<file path="src/verilog/scaler_pkg.sv">
package scaler_pkg;

  // Q12 coordinates
  localparam int frac_bits = 12;
  localparam logic [12:0] one_q = 13'd4096;

  typedef logic [7:0]  pixel_t;
  typedef logic [18:0] src_addr_t;
  typedef logic [18:0] dst_addr_t;
  typedef logic [9:0]  coord_t;
  typedef logic [12:0] step_t;
  typedef logic [frac_bits-1:0] frac_t;

  // coordinate times step, read whole or as integer and fraction
  typedef union packed {
    logic [22:0] raw;
    struct packed {
      logic [10:0] int_part;
      frac_t       frac;
    } split;
  } coord_q_u;

  typedef struct packed {
    logic      valid;
    src_addr_t addr_a;
    src_addr_t addr_b;
  } src_req_t;

  // travels alongside each source read
  typedef struct packed {
    logic      phase;
    frac_t     fx;
    frac_t     fy;
    dst_addr_t dst_addr;
    logic      last;
  } blend_tag_t;

  typedef struct packed {
    logic      valid;
    dst_addr_t addr;
    pixel_t    data;
  } dst_wr_t;

endpackage

</file>
<file path="src/verilog/tag_delay.sv">
`timescale 1ns/1ps

module tag_delay
  import scaler_pkg::*;
#(
  parameter int mem_lat = 1
) (
  input  logic       clk,
  input  logic       rst_n,
  input  blend_tag_t tag_in,
  input  logic       valid_in,
  output blend_tag_t tag_out,
  output logic       valid_out
);

  logic [mem_lat-1:0] vld_sr;
  blend_tag_t         tag_sr [mem_lat];

  always_ff @(posedge clk or negedge rst_n)
  begin
    if (!rst_n)
      vld_sr <= '0;
    else
    begin
      vld_sr[0] <= valid_in;
      for (int i = 1; i < mem_lat; i++)
        vld_sr[i] <= vld_sr[i-1];
    end
  end

  // same depth as the memory read path
  always_ff @(posedge clk)
  begin
    tag_sr[0] <= tag_in;
    for (int i = 1; i < mem_lat; i++)
      tag_sr[i] <= tag_sr[i-1];
  end

  assign tag_out   = tag_sr[mem_lat-1];
  assign valid_out = vld_sr[mem_lat-1];

endmodule
</file>
<file path="config.mk">
export PLATFORM = sky130hd
export DESIGN_NAME = tag_delay
export DESIGN_NICKNAME = d
export VERILOG_FILES = /design/src/verilog/scaler_pkg.sv /design/src/verilog/tag_delay.sv
export SDC_FILE = /design/constraint.sdc
export NUM_CORES = 1
export LEC_CHECK = 0
export ABC_AREA = 1
export BUFFER_PORTS_ARGS = -buffer_cell sky130_fd_sc_hd__buf_2
export CAP_MARGIN = 10
export CORE_MARGIN = 10
export CORE_UTILIZATION = 30
export CTS_CLUSTER_DIAMETER = 80
export CTS_CLUSTER_SIZE = 25
export DETAILED_ROUTE_END_ITERATION = 7
export HOLD_SLACK_MARGIN = 0.05
export PLACE_DENSITY = 0.74
export SETUP_SLACK_MARGIN = 0.05
export SYNTH_ARGS = -nofsm -noshare
export SYNTH_HDL_FRONTEND = slang
export SYNTH_SLANG_ARGS = --single-unit
</file>
<file path="constraint.sdc">
create_clock -name clk -period 0.8 [get_ports clk]
set_clock_uncertainty 0.1 [all_clocks]
set_input_delay 0.12 -clock clk [delete_from_list [all_inputs] [get_ports clk]]
set_output_delay 0.12 -clock clk [all_outputs]
set_load 0.02 [all_outputs]
</file>
==> reports/metrics.yaml <==
cell_internal_pwr_mw: 3.55
drt_pass1_iterations: 4
fp.dieArea_um2: 5710
num_rows: 20
setup_viol: 46
dp.final_hpwl_mm: 2.27
hold_buffers: 47
leakagePower_nw: 1.09
die_height_um: 75.6
whs_ns: -0.0322
cp_num_cells: 1
drtIter0Drc: 16
cts_buffers: 5
cts_sinks: 46
worstHoldPathType: "input pin to asynchronous set/reset pin"
nets: 241
use_met3: 0.0755
finalHoldViolations: 1
initial_core_util: 0.308
synth_compound_area_frac: 0
grt_overflow: 0
totalNegativeSetupSlack_ns: -10.42
layout_setup_ws_ns: -0.296
cap_violations: 0
crit_buf_inv: 1
criticalPathCategory: "flop to primary output"
synth_mux_area_frac: 0
die_w_um: 75.6
pre_cts_slack_ns: 0.0957
crit_fanout: 1
multi_input_gates: 0
grt_max_degree: 14
yosys.area_share.xor_xnor: 0
maxSlewViolCount: 0
critPathCaptureType: "primary output"
synth-simple-area-share: 0
crit_family: "flip-flops"
clk_pin_slew_ns: 0.12
final_core_util: 0.775
fin_crit_ns: 1.10
cts_max_level: 2
drc: 0
routed_wl_mm: 3.89
synthesis.instances: 46
drive_above_1_share: 0.742
grt_use_met1: 0.0924
cts_tree: "done"
synthTopCellsByArea: "dfxtp_1, dfrtp_1"
status: "finished with violations"
power_frac_comb: 0.160
numPortBuffers: 93
start_kind: "flop"
ir_drop_uv: 1360
gp_congestion: 0.595
antenna_found_initial: 1
worst_ep_required_time_ns: 0.58
ios: 94
wl_per_cell_um: 17.0
core_area_um2: 3000
max_stage_delay_ns: 0.40
syn_to_final_growth_pct: 151
fin_crit_sh: 1.37
ant_nets: 0
p_per_area_nw_per_um2: 1960
worst_path_max_delay_cell: "dfrtp_1"
worst_slew_pin_slew_ns: 0.123
syn-num-nets: 94
path_cells: "buf_6"
grt_pass1_wl_mm: 5.51
seqPwrFrac: 0.548
yosys_warnings: 0
synthAdderAreaFrac: 0
busiest_layer: "met2"
yosysSeqAreaShare: 1.00
avgSynthCellArea_um2: 20.1
switching_share: 0.220
root_buffer: "clkbuf_4"
power.switching_mw: 1.00
violations: "hold timing, setup timing"
vias_per_cell: 4.00
grt_use_total: 0.139
grt_util_met2: 0.284
grt_pass1_vias: 1139
clkPwrFrac: 0.292
cp.arrival_ns: 0.88
max_freq_mhz: 912
max_slew_margin: 0.918
yosys.cell_types.count: 2
vias: 915
synth.largest_area_cell: "dfxtp_1"
cts_max_path_buffers: 2
synth_top_area_share: 0.973
multi_input_area_um2: 0
netlist_area_um2: 926
rsz0062_at_grt: "true"
ys_seq_elements: 46
layout_common_cells: "dlygate4sd3_1, buf_2, buf_6, dfxtp_2, clkbuf_4"
-- state kept, by name, summed over array words and instances (netlist names) --
| signal | count |
|---|---|
| tag_sr | 45 |
| valid_out | 1 |
-- through the flow --
step | hold slack [ns] | area [um2] | instances | power, mW
global placement | -0.204 | 1430 | 172 | 2.88
detailed placement | -0.202 | 1430 | 172 | 2.89
finish | -0.0322 | 2330 | 229 | 4.55
floorplan | -0.276 | 926 | 46 | 2.66
CTS | -0.0570 | 2320 | 227 | 4.57
global route | -0.0455 | 2320 | 228 | 4.73
-- layer usage --
layer | vias to the layer above | routed length, um | part of all wire
met5 | - | 0 | 0
met4 | 0 | 110 | 0.028
met3 | 9 | 449 | 0.12
met2 | 55 | 2340 | 0.60
met1 | 417 | 987 | 0.25
li1 | 434 | - | -
-- cell usage after synthesis --
cell type,number
dfrtp_1,1
dfxtp_1,45
-- path summary, 6_finish.rpt --
kind,from,endpoint,slack [ns]
max in group asynchronous,rst_n,valid_out,0.55
hold / removal,rst_n,valid_out,-0.03
setup / recovery,valid_out,valid_out,-0.30
min in group clk,tag_in[27],tag_sr[0][27],0.30
-- area by class of cell --
class	count	area [um2]
Timing Repair Buffer	140	1220
Sequential cell	46	982
Fill cell	173	676
Clock buffer	7	45.0
Tap cell	33	41.3
Clock inverter	1	30.0
Antenna cell	2	5.00
-- cells by family (layout without fill, tap and decap cells) --
logic type             count (synthesis)  after routing
buffers and inverters                  0            148
other                                  0              2
flip-flops                            46             46
-- power by group through the flow --
stage               clock, mW  sequential (mW)  combinational (mW)
floorplan                   0             2.66                   0
global placement            0             2.49               0.393
detailed placement          0             2.49               0.402
CTS                      1.36             2.49               0.720
global route             1.45             2.51               0.766
finish                   1.33             2.50               0.728
-- repair_timing --
| action | in CTS | in global routing |
|---|---|---|
| endpoints found under the hold margin | 47 | 1 |
| resized for setup | 137 | 0 |
| gates cloned | 0 | 0 |
| pin swaps | 0 | 0 |
| buffers inserted | 0 | 0 |
| setup endpoints to repair | 46 | 46 |
Power figures use the tool's default switching activity.
