--- config.mk ---
export PLATFORM = sky130hd
export DESIGN_NAME = coord_gen
export DESIGN_NICKNAME = d
export VERILOG_FILES = /design/src/verilog/scaler_pkg.sv /design/src/verilog/coord_gen.sv
export SDC_FILE = /design/constraint.sdc
export NUM_CORES = 1
export LEC_CHECK = 0
export BUFFER_PORTS_ARGS = -buffer_cell sky130_fd_sc_hd__buf_2
export CAP_MARGIN = 25
export CORE_ASPECT_RATIO = 0.8
export CORE_UTILIZATION = 45
export DETAILED_ROUTE_END_ITERATION = 10
export PLACE_DENSITY = 0.65
export REMOVE_ABC_BUFFERS = 1
export SKIP_CTS_REPAIR_TIMING = 1
export SYNTH_ARGS = -nofsm -noshare
export SYNTH_HDL_FRONTEND = slang
export SYNTH_SLANG_ARGS = --single-unit
--- constraint.sdc ---
create_clock -name clk -period 9.4 [get_ports clk]
set_input_delay 1.88 -clock clk [delete_from_list [all_inputs] [get_ports clk]]
set_output_delay 1.88 -clock clk [all_outputs]
set_load 0.02 [all_outputs]
--- src/verilog/scaler_pkg.sv ---
package scaler_pkg;

  // Q12 coordinates
  localparam int frac_bits = 12;
  localparam logic [12:0] one_q = 13'd4096;

  typedef logic [7:0]  pixel_t;
  typedef logic [18:0] src_addr_t;
  typedef logic [18:0] dst_addr_t;
  typedef logic [9:0]  coord_t;
  typedef logic [12:0] step_t;
  typedef logic [frac_bits-1:0] frac_t;

  // coordinate times step, read whole or as integer and fraction
  typedef union packed {
    logic [22:0] raw;
    struct packed {
      logic [10:0] int_part;
      frac_t       frac;
    } split;
  } coord_q_u;

  typedef struct packed {
    logic      valid;
    src_addr_t addr_a;
    src_addr_t addr_b;
  } src_req_t;

  // travels alongside each source read
  typedef struct packed {
    logic      phase;
    frac_t     fx;
    frac_t     fy;
    dst_addr_t dst_addr;
    logic      last;
  } blend_tag_t;

  typedef struct packed {
    logic      valid;
    dst_addr_t addr;
    pixel_t    data;
  } dst_wr_t;

endpackage

--- src/verilog/coord_gen.sv ---
`timescale 1ns/1ps

module coord_gen
  import scaler_pkg::*;
#(
  parameter int    src_w  = 640,
  parameter int    dst_w  = 533,
  parameter int    dst_h  = 400,
  parameter step_t step_x = 13'd4918,
  parameter step_t step_y = 13'd4915
) (
  input  logic       clk,
  input  logic       rst_n,
  input  logic       start,
  output src_req_t   src_req,
  output blend_tag_t tag,
  output logic       tag_valid
);

  logic      busy;
  logic      phase;
  coord_t    dx;
  coord_t    dy;
  coord_t    dx_n;
  coord_t    dy_n;
  dst_addr_t dst_cnt;
  coord_q_u  sx_q;
  coord_q_u  sy_q;

  logic        at_row_end;
  logic        at_frame_end;
  logic        advance;
  logic [10:0] ix;
  logic [10:0] iy;
  src_addr_t   row_a;
  src_addr_t   row_b;
  src_addr_t   col;

  // shift-and-add over the set bits of src_w
  function automatic src_addr_t times_src_w(input logic [10:0] row);
    src_addr_t acc;
    acc = '0;
    for (int b = 0; b < $bits(src_addr_t); b++)
    begin
      if (src_w[b])
        acc = acc + (src_addr_t'(row) << b);
    end
    return acc;
  endfunction

  assign at_row_end   = (dx == coord_t'(dst_w));
  assign at_frame_end = at_row_end && (dy == coord_t'(dst_h));
  assign advance      = busy && phase;

  // next destination coordinate, 1-based
  always_comb
  begin
    dx_n = dx;
    dy_n = dy;
    if (start)
    begin
      dx_n = coord_t'(1);
      dy_n = coord_t'(1);
    end
    else if (advance)
    begin
      if (at_row_end)
      begin
        dx_n = coord_t'(1);
        dy_n = dy + coord_t'(1);
      end
      else
        dx_n = dx + coord_t'(1);
    end
  end

  always_ff @(posedge clk or negedge rst_n)
  begin
    if (!rst_n)
    begin
      busy    <= 1'b0;
      phase   <= 1'b0;
      dx      <= '0;
      dy      <= '0;
      dst_cnt <= '0;
    end
    else if (start)
    begin
      busy    <= 1'b1;
      phase   <= 1'b0;
      dx      <= dx_n;
      dy      <= dy_n;
      dst_cnt <= '0;
    end
    else if (busy)
    begin
      phase <= ~phase;
      dx    <= dx_n;
      dy    <= dy_n;
      if (phase)
      begin
        dst_cnt <= dst_cnt + dst_addr_t'(1);
        // stop after the final right column
        if (at_frame_end)
          busy <= 1'b0;
      end
    end
  end

  // source position, one register stage, tracks dx and dy
  always_ff @(posedge clk)
  begin
    sx_q.raw <= dx_n * step_x;
    sy_q.raw <= dy_n * step_y;
  end

  assign ix    = sx_q.split.int_part;
  assign iy    = sy_q.split.int_part;
  assign row_a = times_src_w(iy - 11'd1);
  assign row_b = row_a + src_addr_t'(src_w);
  // left column on phase 0, right column on phase 1
  assign col   = src_addr_t'(ix) + src_addr_t'(phase) - src_addr_t'(1);

  assign src_req = '{valid: busy, addr_a: row_a + col, addr_b: row_b + col};

  assign tag = '{
    phase:    phase,
    fx:       sx_q.split.frac,
    fy:       sy_q.split.frac,
    dst_addr: dst_cnt,
    last:     phase && at_frame_end
  };
  assign tag_valid = busy;

endmodule

==> flow_metrics.tcl <==
set metrics [dict create \
    viasPerCell 4.969 \
    maxCapViolCount 0 \
    drt_iter0_markers 343 \
    fin_setup_tns_ns 0 \
    post-dp-hpwl_mm 14.17 \
    synth-edff-count 0 \
    area_growth_pct 8.294 \
    yosysSeqAreaShare 0.2054 \
    clock_sinks 86 \
    min_path_type "flip-flop to flip-flop" \
    clk_path_buf_depth 2 \
    vdd_drop_max_mv 0.1007 \
    insertedDiodeCount 0 \
    cts.clk_slew.worst_paths_ns 0.08 \
    root_buffer "clkbuf_16" \
    rsz0062_at_grt "false" \
    synthCells 1019 \
    port_buffers 86 \
    worst-setup-path-type "primary input to flip-flop" \
    skew_ns 0.01719 \
    wl_mm 17.03 \
    grt_first_pass_wirelength_mm 29.39 \
    htree_levels 3 \
    fmax_ghz 0.1436 \
    p_leak_nw 5.757 \
    syn_area_mm2 0.009383 \
    async_reset_ff_frac 0.4767 \
    crit_arrival_ns 7.19 \
    drc 0 \
    worst_hold_slack_ns 0.5646 \
    setup_viol_count_final 0 \
    die_area_mm2 0.02144 \
    gr-total-overflow 0 \
    first_pass_iters 4 \
    period_needed_ns 6.966 \
    die_w_um 163.4 \
    dr_total_vias 6664 \
    fin_crit_sh 0.7411 \
    drt.antenna.violating_nets 0 \
    hold_viol 0 \
    cts_made_buffers 9 \
    cts_tree "done" \
    grt_max_degree 46 \
    yosys_most_used_dff "dfxtp_1" \
    fin_ws_ns 2.434 \
    synth.most_common_cell "ha_1" \
    start_kind "primary input" \
    ys_top_cells_by_area "ha_1 24%, fa_1 13%, dfrtp_1 11%" \
    power_density_mw_per_mm2 90.48 \
    reg2regPathDepth 21 \
    placedInstanceArea_mm2 0.009856 \
    core_mm2 0.02014 \
    drive_gt1_frac 0.1151 \
    synth_common_cells "181 x ha_1, 160 x inv_1, 83 x nor2_1" \
    boundaryPins 88 \
    ys_types 61 \
    rows 46 \
    crit_required_ns 9.62 \
    place_ws_ns 2.103 \
    endpoint_kind "flip-flop" \
    relSlewSlack 0.3910 \
    grt_pass1_vias 6387 \
    yosys.area.top_type "ha_1" \
    status "finished clean" \
    p_total_mw 0.9194 \
    synth-seq-cells 86 \
    synth_top_cell_area_share 0.2414 \
    die_h_um 131.2 \
    critPathMaxFanout 16 \
    holdPathStages 2 \
    stdcell_area_mm2 0.01016 \
    insertion_delay_ns 0.36 \
    layout.nets 1316 \
    antenna_found_initial 0 \
    tightestPinTransition_ns 0.9135 \
    track_usage 0.1663 \
    gp_congestion 0.8366 \
    syn_area_per_cell_um2 9.208 \
    slew_viol_final 0 \
    wl_per_cell_um 12.70 \
    synth_warnings 0 \
    initial_utilization 0.4658 \
]
==> where the power goes <==
part | switching, mW | internal [mW] | leakage (nW) | total, mW
sequential | 0.00624 | 0.380 | 0.921 | 0.386
combinational | 0.110 | 0.0606 | 4.69 | 0.170
clock | 0.174 | 0.188 | 0.145 | 0.363
==> layer usage <==
layer  global-route usage  vias up  routed length (um)
met5                    0        -                   0
met4              0.03583        0                 154
met3              0.02715       12                 636
met2               0.2554      110                7391
met1               0.2426     3089                8850
li1                     -     3453                   -
==> sequential cells by signal, summed over array words and instances, names as in the netlist <==
name	flops
sy_q	23
sx_q	22
dst_cnt	19
dx	10
dy	10
phase	1
tag_valid	1
==> critical path, cell delays in order <==
cell and delay (ns):
buf_2 0.12, or2_2 0.42, a21oi_1 0.47, ha_1 0.33, inv_1 0.08, fa_1 0.50, inv_1 0.06, fa_1 0.54
inv_1 0.06, fa_1 0.53, inv_1 0.04, ha_1 0.28, ha_1 0.38, a21o_1 0.23, a21o_1 0.22, o221a_2 0.34
a311oi_2 0.37, o21ai_0 0.15, xor2_1 0.16
==> per-stage QoR <==
| stage | instances | utilization |
|---|---|---|
| floorplan | 974 | - |
| detailed placement | 1325 | 0.4893 |
| global route | 1341 | 0.5044 |
| finish | 1341 | 0.5044 |
| global placement | 1325 | 0.4893 |
| CTS | 1341 | 0.5044 |
==> worst paths after layout <==
kind,start,to,slack [ns]
max in group asynchronous,rst_n,dy[9]$_DFFE_PN0P_,7.17
max,start,sx_q[22]$_DFF_P_,2.43
max reg2reg,tag_valid$_DFF_PN0_,sx_q[22]$_DFF_P_,2.81
min reg2reg,dst_cnt[17]$_DFFE_PN0P_,dst_cnt[17]$_DFFE_PN0P_,0.56
min in group asynchronous,rst_n,dy[2]$_DFFE_PN0P_,1.65
min,dst_cnt[17]$_DFFE_PN0P_,dst_cnt[17]$_DFFE_PN0P_,0.56
==> placed cells by master (no fill, tap or decap), drive strengths merged, types with 6 or more instances in the layout <==
cell | netlist | routed
ha | 181 | 181
inv | 160 | 162
buf | 35 | 87
nor2 | 83 | 83
fa | 60 | 60
xor2 | 56 | 56
xnor2 | 50 | 50
dfxtp | 45 | 45
a21oi | 43 | 43
dfrtp | 41 | 41
nand2 | 39 | 39
o21ai | 25 | 25
nand3 | 20 | 20
a21o | 19 | 19
or3 | 17 | 17
nand4 | 13 | 13
nor3 | 11 | 11
nand2b | 11 | 11
o21bai | 10 | 10
a31oi | 9 | 9
o21a | 9 | 9
clkbuf | 10 | 9
nor2b | 6 | 6
or2 | 6 | 6
and3 | 6 | 6
==> layout make-up <==
cell class | count | area, um^2
clock inverter | 7 | 80.08
tap | 264 | 330.3
fill | 1970 | 9983
inverter | 160 | 600.6
clock buffer | 9 | 225.2
multi-input combinational | 728 | 6560
sequential | 86 | 1927
timing repair buffer | 87 | 437.9
==> kinds of logic (layout without fill, tap and decap cells) <==
group	after synthesis	in the layout	synth area share
adders and majority gates	241	241	0.3694
and+or+nand+nor	234	234	0.1248
AOI/OAI and AO/OA	143	143	0.1008
other	1	1	0.0003997
buffers and inverters	205	263	0.09548
DFF	86	86	0.2054
muxes	3	3	0.003201
xor gates and xnor gates	106	106	0.1005
No activity file was read; power rests on OpenSTA's default activity.
